==> src/hw/execPkg.sv <==
`default_nettype none

package execPkg;

	localparam int DataWidth = 32;
	localparam int ShamtWidth = 5;
	localparam int OpWidth = 5;
	localparam int CountWidth = $clog2(DataWidth + 1); // clo/clz span 0..32

	localparam int IssueDepth = 4; // also the upstream credit count
	localparam int OutCredits = 2;
	localparam int IdxWidth = $clog2(IssueDepth);
	localparam int CntWidth = $clog2(IssueDepth + 1);
	localparam int CreditWidth = $clog2(OutCredits + 1);

	// opcode map
	localparam logic [OpWidth-1:0] OpAdd = 5'b00000;
	localparam logic [OpWidth-1:0] OpSub = 5'b00001;
	localparam logic [OpWidth-1:0] OpOr = 5'b00010;
	localparam logic [OpWidth-1:0] OpAnd = 5'b00011;
	localparam logic [OpWidth-1:0] OpNor = 5'b00100;
	localparam logic [OpWidth-1:0] OpXor = 5'b00101;
	localparam logic [OpWidth-1:0] OpSll = 5'b00110;
	localparam logic [OpWidth-1:0] OpSrl = 5'b00111;
	localparam logic [OpWidth-1:0] OpSra = 5'b01000;
	localparam logic [OpWidth-1:0] OpSlt = 5'b01001;
	localparam logic [OpWidth-1:0] OpSltu = 5'b01010; // any unlisted code compares unsigned too
	localparam logic [OpWidth-1:0] OpMovA = 5'b01011; // movn/movz whose condition sits in writeback
	localparam logic [OpWidth-1:0] OpAddu = 5'b01100;
	localparam logic [OpWidth-1:0] OpClo = 5'b01101;
	localparam logic [OpWidth-1:0] OpClz = 5'b01110;
	localparam logic [OpWidth-1:0] OpSubu = 5'b10000;

	typedef struct packed {
		logic [OpWidth-1:0] op;
		logic [DataWidth-1:0] a;
		logic [DataWidth-1:0] b;
		logic [ShamtWidth-1:0] shamt;
		logic shamtSel; // 1 = shamt field, 0 = A[4:0]
	} aluOpT;

	typedef struct packed {
		logic [DataWidth-1:0] data;
		logic overflow;
	} aluResT;

	// ops served by the shift/count unit
	function automatic logic isShiftClass(input logic [OpWidth-1:0] op);
		return op inside {OpSll, OpSrl, OpSra, OpClo, OpClz};
	endfunction

endpackage

`default_nettype wire

==> src/hw/issueQueue.sv <==
`timescale 1ns/1ps
`default_nettype none

module issueQueue (
	input wire logic clk,
	input wire logic arstN,
	input wire logic inValid,
	input execPkg::aluOpT inOp,
	input wire logic pop,
	output logic headValid,
	output execPkg::aluOpT headOp,
	output logic inCredit
);
	import execPkg::*;

	aluOpT mem [IssueDepth];
	logic [IdxWidth-1:0] wrPtr;
	logic [IdxWidth-1:0] rdPtr;
	logic [CntWidth-1:0] count;
	logic full;
	logic wrEn;

	assign full = (count == CntWidth'(IssueDepth));
	assign wrEn = inValid && !full;
	assign headValid = (count != '0);
	assign headOp = mem[rdPtr];

	// payload storage
	always_ff @(posedge clk) begin
		if (wrEn) begin
			mem[wrPtr] <= inOp;
		end
	end

	always_ff @(posedge clk or negedge arstN) begin
		if (!arstN) begin
			wrPtr <= '0;
			rdPtr <= '0;
			count <= '0;
		end else begin
			if (wrEn) begin
				wrPtr <= wrPtr + 1'b1; // depth is a power of two
			end
			if (pop) begin
				rdPtr <= rdPtr + 1'b1;
			end
			case ({wrEn, pop})
				2'b10: count <= count + 1'b1;
				2'b01: count <= count - 1'b1;
				default: count <= count;
			endcase
		end
	end

	// one credit back per freed slot
	always_ff @(posedge clk or negedge arstN) begin
		if (!arstN) begin
			inCredit <= 1'b0;
		end else begin
			inCredit <= pop;
		end
	end

	// upstream only sends with a credit in hand, so a full queue never sees a write
	assert property (@(posedge clk) disable iff (!arstN) inValid |-> !full)
		else $error("issueQueue: write while full");

	// merge stage only pops a valid head
	assert property (@(posedge clk) disable iff (!arstN) pop |-> count != '0)
		else $error("issueQueue: pop while empty");

endmodule

`default_nettype wire

==> src/hw/intAlu.sv <==
`timescale 1ns/1ps
`default_nettype none

module intAlu (
	input execPkg::aluOpT headOp,
	output execPkg::aluResT aluRes
);
	import execPkg::*;

	logic [DataWidth-1:0] a;
	logic [DataWidth-1:0] b;
	logic [DataWidth-1:0] sum;
	logic [DataWidth-1:0] diff;
	logic ltu;
	logic less;
	logic addOvf;
	logic subOvf;

	assign a = headOp.a;
	assign b = headOp.b;
	assign sum = a + b;
	assign diff = a - b;
	assign ltu = (a < b);

	// signed compare flips the unsigned one when signs differ
	assign less = (headOp.op == OpSlt && (a[DataWidth-1] ^ b[DataWidth-1])) ? ~ltu : ltu;

	// same-sign operands, result sign changed
	assign addOvf = (a[DataWidth-1] == b[DataWidth-1]) &&
		(sum[DataWidth-1] != a[DataWidth-1]);
	// opposite-sign operands, result takes B's sign
	assign subOvf = (a[DataWidth-1] != b[DataWidth-1]) &&
		(diff[DataWidth-1] != a[DataWidth-1]);

	always_comb begin
		case (headOp.op)
			OpAdd: aluRes.data = sum;
			OpSub: aluRes.data = diff;
			OpOr: aluRes.data = a | b;
			OpAnd: aluRes.data = a & b;
			OpNor: aluRes.data = ~(a | b);
			OpXor: aluRes.data = a ^ b;
			OpAddu: aluRes.data = sum;
			OpSubu: aluRes.data = diff;
			OpMovA: aluRes.data = a; // movn, movz
			default: aluRes.data = {{(DataWidth-1){1'b0}}, less}; // slt, sltu and the rest
		endcase
	end

	always_comb begin
		case (headOp.op)
			OpAdd: aluRes.overflow = addOvf;
			OpSub: aluRes.overflow = subOvf;
			default: aluRes.overflow = 1'b0; // unsigned forms never trap
		endcase
	end

endmodule

`default_nettype wire

==> src/hw/shiftCount.sv <==
`timescale 1ns/1ps
`default_nettype none

module shiftCount (
	input execPkg::aluOpT headOp,
	output execPkg::aluResT shiftRes
);
	import execPkg::*;

	logic [ShamtWidth-1:0] amt;
	logic [DataWidth-1:0] a;
	logic [DataWidth-1:0] b;
	logic [CountWidth-1:0] cloCnt;
	logic [CountWidth-1:0] clzCnt;

	// run length of bitVal from the MSB down
	function automatic logic [CountWidth-1:0] leadCount(
		input logic [DataWidth-1:0] word,
		input logic bitVal
	);
		logic [CountWidth-1:0] cnt;
		logic run;
		cnt = '0;
		run = 1'b1;
		for (int i = DataWidth - 1; i >= 0; i--) begin
			if (run && word[i] == bitVal) begin
				cnt = cnt + 1'b1;
			end else begin
				run = 1'b0;
			end
		end
		return cnt;
	endfunction

	assign a = headOp.a;
	assign b = headOp.b;
	assign amt = headOp.shamtSel ? headOp.shamt : a[ShamtWidth-1:0]; // sllv/srlv/srav use A
	assign cloCnt = leadCount(a, 1'b1);
	assign clzCnt = leadCount(a, 1'b0);

	always_comb begin
		case (headOp.op)
			OpSll: shiftRes.data = b << amt;
			OpSrl: shiftRes.data = b >> amt;
			OpSra: shiftRes.data = $signed(b) >>> amt; // sign fill
			OpClo: shiftRes.data = {{(DataWidth-CountWidth){1'b0}}, cloCnt};
			OpClz: shiftRes.data = {{(DataWidth-CountWidth){1'b0}}, clzCnt};
			default: shiftRes.data = '0; // merge takes the ALU side
		endcase
	end

	assign shiftRes.overflow = 1'b0;

endmodule

`default_nettype wire

==> src/hw/resultMerge.sv <==
`timescale 1ns/1ps
`default_nettype none

module resultMerge (
	input wire logic clk,
	input wire logic arstN,
	input wire logic headValid,
	input execPkg::aluOpT headOp,
	input execPkg::aluResT aluRes,
	input execPkg::aluResT shiftRes,
	input wire logic outCredit,
	output logic pop,
	output logic outValid,
	output execPkg::aluResT outRes
);
	import execPkg::*;

	logic [CreditWidth-1:0] credits;
	aluResT selRes;

	assign pop = headValid && (credits != '0);
	assign selRes = isShiftClass(headOp.op) ? shiftRes : aluRes;

	// downstream credit count
	always_ff @(posedge clk or negedge arstN) begin
		if (!arstN) begin
			credits <= CreditWidth'(OutCredits);
		end else begin
			case ({pop, outCredit})
				2'b10: credits <= credits - 1'b1;
				2'b01: credits <= credits + 1'b1;
				default: credits <= credits; // spend and return cancel out
			endcase
		end
	end

	always_ff @(posedge clk or negedge arstN) begin
		if (!arstN) begin
			outValid <= 1'b0;
		end else begin
			outValid <= pop;
		end
	end

	// result payload
	always_ff @(posedge clk) begin
		if (pop) begin
			outRes <= selRes;
		end
	end

	// downstream never returns more than it was given
	assert property (@(posedge clk) disable iff (!arstN) credits <= CreditWidth'(OutCredits))
		else $error("resultMerge: credit count above %0d", OutCredits);

endmodule

`default_nettype wire

==> src/hw/execUnit.sv <==
`timescale 1ns/1ps
`default_nettype none

module execUnit (
	input wire logic clk,
	input wire logic arstN,
	input wire logic inValid,
	input execPkg::aluOpT inOp,
	output logic inCredit,
	output logic outValid,
	output execPkg::aluResT outRes,
	input wire logic outCredit
);
	import execPkg::*;

	aluOpT headOp;
	logic headValid;
	logic pop;
	aluResT aluRes;
	aluResT shiftRes;

	issueQueue issueQueue (
		.clk(clk),
		.arstN(arstN),
		.inValid(inValid),
		.inOp(inOp),
		.pop(pop),
		.headValid(headValid),
		.headOp(headOp),
		.inCredit(inCredit)
	);

	intAlu intAlu (
		.headOp(headOp),
		.aluRes(aluRes)
	);

	shiftCount shiftCount (
		.headOp(headOp),
		.shiftRes(shiftRes)
	);

	resultMerge resultMerge (
		.clk(clk),
		.arstN(arstN),
		.headValid(headValid),
		.headOp(headOp),
		.aluRes(aluRes),
		.shiftRes(shiftRes),
		.outCredit(outCredit),
		.pop(pop),
		.outValid(outValid),
		.outRes(outRes)
	);

endmodule

`default_nettype wire

==> config.mk <==
export PLATFORM = sky130hd
export DESIGN_NAME = execUnit
export DESIGN_NICKNAME = d
export VERILOG_FILES = /design/src/hw/execPkg.sv /design/src/hw/issueQueue.sv /design/src/hw/intAlu.sv /design/src/hw/shiftCount.sv /design/src/hw/resultMerge.sv /design/src/hw/execUnit.sv
export SDC_FILE = /design/constraint.sdc
export NUM_CORES = 1
export LEC_CHECK = 0
export BUFFER_PORTS_ARGS = -buffer_cell sky130_fd_sc_hd__buf_2
export CAP_MARGIN = 20
export CELL_PAD_IN_SITES_DETAIL_PLACEMENT = 0
export CELL_PAD_IN_SITES_GLOBAL_PLACEMENT = 1
export CORE_UTILIZATION = 32
export CTS_CLUSTER_SIZE = 40
export DETAILED_ROUTE_END_ITERATION = 10
export PLACE_DENSITY_LB_ADDON = 0.25
export SYNTH_ARGS = -nofsm -noshare
export SYNTH_HDL_FRONTEND = slang
export SYNTH_SLANG_ARGS = --single-unit
==> constraint.sdc <==
create_clock -name clk -period 45.7 [get_ports clk]
set_input_delay 2.285 -clock clk [delete_from_list [all_inputs] [get_ports clk]]
set_output_delay 2.285 -clock clk [all_outputs]
set_load 0.02 [all_outputs]
Word-level counts from Yosys, hierarchy flattened
Memory sizes are Yosys's and may differ from the RTL's.
Index checks and enable logic that the tools add are counted.
{ "op_classes": {"add_sub_neg": 70, "magnitude_cmp": 1, "n_eq_ne": 23, "n_shift": 3, "muxes": 136, "bitwise_logic": 37, "reduce_logical": 76} }
{ "op_table": {"columns": ["operator", "count"], "rows": [
  ["6-bit two-way mux", 62],
  ["6-bit by 1-bit adder with 6-bit output, second input constant", 61],
  ["32-bit case mux with 7 select lines", 1],
  ["32-bit case mux with 5 select lines", 1],
  ["1-bit logical AND", 67],
  ["1-bit two-way mux", 67],
  ["33-bit two-way mux", 1],
  ["32-bit adder", 1],
  ["32-bit bitwise AND", 1],
  ["32-bit less-than comparator", 1],
  ["1-bit inverter", 32],
  ["32-bit inverter", 1],
  ["32-bit bitwise OR", 1],
  ["32-bit by 5-bit << shifter with 32-bit output", 1],
  ["32-bit by 5-bit right shift with 32-bit output", 1],
  ["32-bit by 5-bit >>> shifter with 32-bit output", 1],
  ["32-bit subtractor", 1],
  ["32-bit bitwise XOR", 1],
  ["5-bit by 4-bit equality test with 1-bit output, second input constant", 6],
  ["5-bit by 3-bit equality test with 1-bit output, second input constant", 4],
  ["5-bit by 2-bit equality test with 1-bit output, second input constant", 2],
  ["2-bit by 1-bit adder with 2-bit output, second input constant", 3],
  ["3-bit case mux with 2 select lines", 1],
  ["2-bit nonzero test", 3],
  ["other kinds (20)", 25]
]} }
{ "totals": {"ff_bits": 43, "mem_bits_rw": 300, "inputBits": 79, "out_inout_bits": 35, "elab_cells": 354, "n_memories": 1} }
{ "mem_list": {"columns": ["memory", "words", "word_bits", "read_ports", "rd_clocked_by_memory_dff", "write_ports", "line", "source"], "rows": [
  ["issueQueue.mem", 4, 75, 1, 0, 1, "issueQueue.sv:16", "aluOpT mem [IssueDepth];"]
]} }

Logic depth before layout (Yosys ltp)
An unclocked memory read counts as a cell.
{ "logic_depth": {"word_depth": 66, "mapped_depth": 105, "ltp_nobuf": 102} }

Cells and area by module
A second synthesis with hierarchy kept.
{ "hier_totals": {"hier_cells": 3145, "area_unflattened_um2": 29728.5} }
{ "modules_own_cells": {"columns": ["mod", "n_inst", "cells_per_inst", "area_per_inst_um2", "seq_area_each_um2"], "rows": [
  ["issueQueue", 1, 429, 11283.3, 9208.8],
  ["shiftCount", 1, 1746, 11214.5, 0.0],
  ["intAlu", 1, 886, 5664.2, 0.0],
  ["resultMerge", 1, 84, 1566.5, 1067.3]
]} }

Worst setup path after synthesis
No wires, ideal clock.
{ "synth_path": {"path_kind": "register to register", "from": "register issueQueue.rdPtr[0]", "to": "register, netlist name resultMerge.outRes[6]", "setup_time_ps": 158, "arrival_ps": 17528, "required_time_ps": 45542, "path_slack_ps": 28014, "stages_incl_launch_ff": 104, "n_path_buf": 2, "synth_period_minus_slack_ps": 17686, "path_cell_list": "dfrtp_1 > buf_6 > mux4_2 > buf_6 > nor4_4 > and2b_2 > ha_1 > o21bai_1 > a21boi_0 > ha_1 > o211a_1 > ha_1 > nand4_1 > nand2_1 > ha_1 > mux2i_1 > o21ai_0 > ha_1 > [... 68 more ...] > a21oi_1 > ha_1 > nor2b_1 > a211oi_1 > a21oi_1 > ha_1 > nand2_1 > nand2_1 > ha_1 > nand2_1 > inv_1 > o21ai_0 > a21oi_1 > mux2i_1 > xnor3_1 > nor3_1 > xor3_1 > o211ai_1"} }
{ "synth_rtl": {"columns": ["item", "line", "source"], "rows": [
  ["start: declaration", "issueQueue.sv:18", "logic [IdxWidth-1:0] rdPtr;"],
  ["start signal: assignment", "issueQueue.sv:45", "rdPtr <= rdPtr + 1'b1;"]
]} }

==> flow_metrics.env <==
export IMPL_status="finished, final reports clean"
export IMPL_startpoint="issueQueue.rdPtr[0]"
export IMPL_dpl_hpwl_um=77700
export IMPL_cp_required_ns=46.11
export IMPL_synth_nets=3219
export IMPL_avgSynthCellArea_um2=9.22
export IMPL_grt_first_pass_wirelength_um=150000
export IMPL_holdWs_ns=0.496
export IMPL_slew_viol_final=0
export IMPL_rsz0062_at_grt="false"
export IMPL_drt_iter0_drc=2043
export IMPL_hold_viol=0
export IMPL_portBuffers=113
export IMPL_finalWirelength_um=102000
export IMPL_maxSlewHeadroom_pct=19.8
export IMPL_n_fill_cell=8643
export IMPL_clk_path_buf_depth=3
export IMPL_drive_above_1_share_pct=12.8
export IMPL_setup_viol=0
export IMPL_antenna_left=0
export IMPL_nNetsFinal=3265
export IMPL_max_cap_violations=0
export IMPL_cts_setup_buffers=0
export IMPL_start_util_pct=32.3
export IMPL_synth_seq_area_share_pct=37.4
export IMPL_final_cell_area_um2=30500
export IMPL_grt_antenna_before_repair=3
export IMPL_num_vias=24000
export IMPL_cp_slowest_cell="mux4_1"
export IMPL_core_um2=85000
export IMPL_die_w_um=295
export IMPL_die_h_um=295
export IMPL_fin_crit_ns=20.66
export IMPL_grt_max_degree=75
export IMPL_r2r_start="issueQueue.rdPtr[0]"
export IMPL_via_per_inst=5.72
export IMPL_syn_cell_area_um2=27400
export IMPL_synth_edf_count=333
export IMPL_grt_total_usage_pct=23.1
export IMPL_yosysUniqueCellTypes=106
export IMPL_ys_ff_latch=343
export IMPL_period_share_pct=45.2
export IMPL_cts_tree="yes"
export IMPL_path_max_fanout=25
export IMPL_cts_root_buf="clkbuf_16"
export IMPL_cts_made_buffers=39
export IMPL_crit_type="reg -> reg"
export IMPL_die_area_um2=86900
export IMPL_grt_pass1_vias=23100
export IMPL_fmax_mhz=48.4
export IMPL_cp_start_kind="register"
export IMPL_synth_cells=2977
export IMPL_critPathMaxStageDelay_ns=0.90
export IMPL_finalSetupTns_ns=0
export IMPL_yosys_warnings=0
export IMPL_num_rows=107
export IMPL_cts_sinks=343
export IMPL_clock_latency_ns=0.59
export IMPL_drc=0
export IMPL_wire_per_inst_um=24.4
export IMPL_worstPathArrival_ns=21.07
export IMPL_cts_max_level=2
export IMPL_gp_congestion=0.963
export IMPL_stdcell_count=4196
export IMPL_cts_resized=0
export IMPL_worstMarginPinSlew_ns=1.20
export IMPL_hp_class="reg -> reg"
export IMPL_clk_pin_slew_worst_paths_ns=0.06
export IMPL_post_dp_cell_area_um2=29200
export IMPL_min_delay_start="issueQueue.count[2]"
export IMPL_cp_end_kind="register"
export IMPL_ios=114
export IMPL_synth_top_cell_by_area="edfxtp_1"
export IMPL_whs_path_depth=1
export IMPL_ys_flop_type="edfxtp_1"
export IMPL_synth_area_leaders="edfxtp_1 36%, ha_1 7.3%, nand2_1 5.2%, o21ai_0 4.4%, nor2_1 4.0%"
export IMPL_fin_worst_skew_ns=0.0349
export IMPL_first_pass_iters=6
export IMPL_grt_overflow=0
export IMPL_syn_to_final_growth_pct=11.1
export IMPL_async_flop_share_pct=2.92
export IMPL_dpl_cell_count=4125
export IMPL_r2r_cells=101
export IMPL_cpMostUsedCell="ha_1"
export IMPL_cts_hold_buf=0
export IMPL_yosysTopAreaCellShare_pct=36.4
==> path summary, 6_finish.rpt <==
| check | end | slack (ns) |
|---|---|---|
| worst max-delay path | resultMerge.outRes[6] | 25.04 |
| worst min-delay path | issueQueue.count[2] | 0.50 |
| worst max register to register | resultMerge.outRes[6] | 25.04 |
| worst min register to register | issueQueue.count[2] | 0.50 |
| max in group asynchronous | resultMerge.credits[1] | 43.85 |
| min in group asynchronous | resultMerge.credits[0] | 1.58 |
==> worst max-delay path: cells and delay by family, from the launching register on <==
family	cells	cell delay, ns
adder cells (fa/ha/maj)	27	8.57
AO/OA/AOI/OAI	28	4.74
AND/OR/NAND/NOR	27	3.07
multiplexers	11	2.35
flip-flops	1	0.74
XOR/XNOR	2	0.65
buffers and inverters	6	0.39
==> layer usage <==
layer	wire [um]	track usage [%]	up-vias	share of wire, %
li1	-	-	11200	-
met1	47000	32.6	11900	46
met2	45500	35.8	823	45
met3	6860	4.07	135	6.7
met4	2870	6.68	0	2.8
met5	0	0	-	0
==> registers in the layout (all words and copies together) (netlist names) <==
signal / cells
issueQueue.mem: 300
resultMerge.outRes: 33
issueQueue.count: 3
issueQueue.rdPtr: 2
issueQueue.wrPtr: 2
resultMerge.credits: 2
resultMerge.outValid: 1
==> cells in the final DEF (no fill, tap or decap), types with 15 or more instances in the layout <==
| cell | count |
|---|---|
| or3_1 | 20 |
| clkbuf_16 | 39 |
| nor4_1 | 16 |
| o2111ai_1 | 15 |
| edfxtp_1 | 333 |
| inv_1 | 139 |
| mux4_2 | 45 |
| nand2b_1 | 15 |
| xor2_1 | 35 |
| mux2i_1 | 102 |
| o22ai_1 | 38 |
| nor3_1 | 71 |
| and3_1 | 27 |
| a21oi_1 | 187 |
| a21o_1 | 29 |
| a31oi_1 | 24 |
| nor2_1 | 291 |
| ha_1 | 160 |
| a211oi_1 | 33 |
| o21ai_0 | 219 |
| a221oi_1 | 29 |
| nand3_1 | 105 |
| xnor2_1 | 55 |
| buf_2 | 113 |
| o21ai_1 | 20 |
| a22oi_1 | 23 |
| mux2_2 | 39 |
| nand4_1 | 15 |
| and2_1 | 20 |
| nand2_1 | 378 |
| o211ai_1 | 37 |
| buf_4 | 54 |
| o21bai_1 | 27 |
==> cells in the mapped netlist (20+ instances only) <==
master	instances
mux2_2	39
clkbuf_1	112
o22ai_1	38
and3_1	27
nand2_1	378
a21o_1	29
a31oi_1	24
inv_1	140
o211ai_1	37
and2_1	24
o21bai_1	27
nor2_1	291
buf_1	26
mux2i_1	103
o21ai_0	239
a211oi_1	33
a221oi_1	29
ha_1	160
mux4_2	45
xnor2_1	55
a21oi_1	187
or3_1	20
xor2_1	35
nor3_1	74
edfxtp_1	333
a22oi_1	23
nand3_1	105
==> kinds of logic after synthesis <==
group | count (synthesis) | share of synthesized area [%]
compound gates | 819 | 19.1
xor+xnor | 119 | 4.96
fa+ha+maj | 164 | 7.55
buf+inv | 307 | 4.61
flops | 343 | 37.4
mux | 188 | 9.15
simple gates | 1037 | 17.2
==> final cells by class <==
cell class                 instances  area [um^2]  area share, %
antenna                            2         5.00         0.0164
inverter                         144          541           1.77
sequential                       343        10300           33.7
multi-input combinational       2327        16000           52.5
clock buffer                      42          987           3.24
clock inverter                    26          269          0.883
tap                             1144         1430           4.70
timing repair buffer             168          982           3.22
==> per-stage QoR <==
stage,setup WS [ns],util [%]
after global placement,25.77,34.3
after detailed placement,25.22,34.4
after floorplan,28.01,-
after global routing,23.57,35.8
final,25.04,35.9
after CTS,25.18,35.8
Power is left out: the tool's default activity adds up to more than one toggle a clock period on the data nets, which glitch-free logic cannot reach.
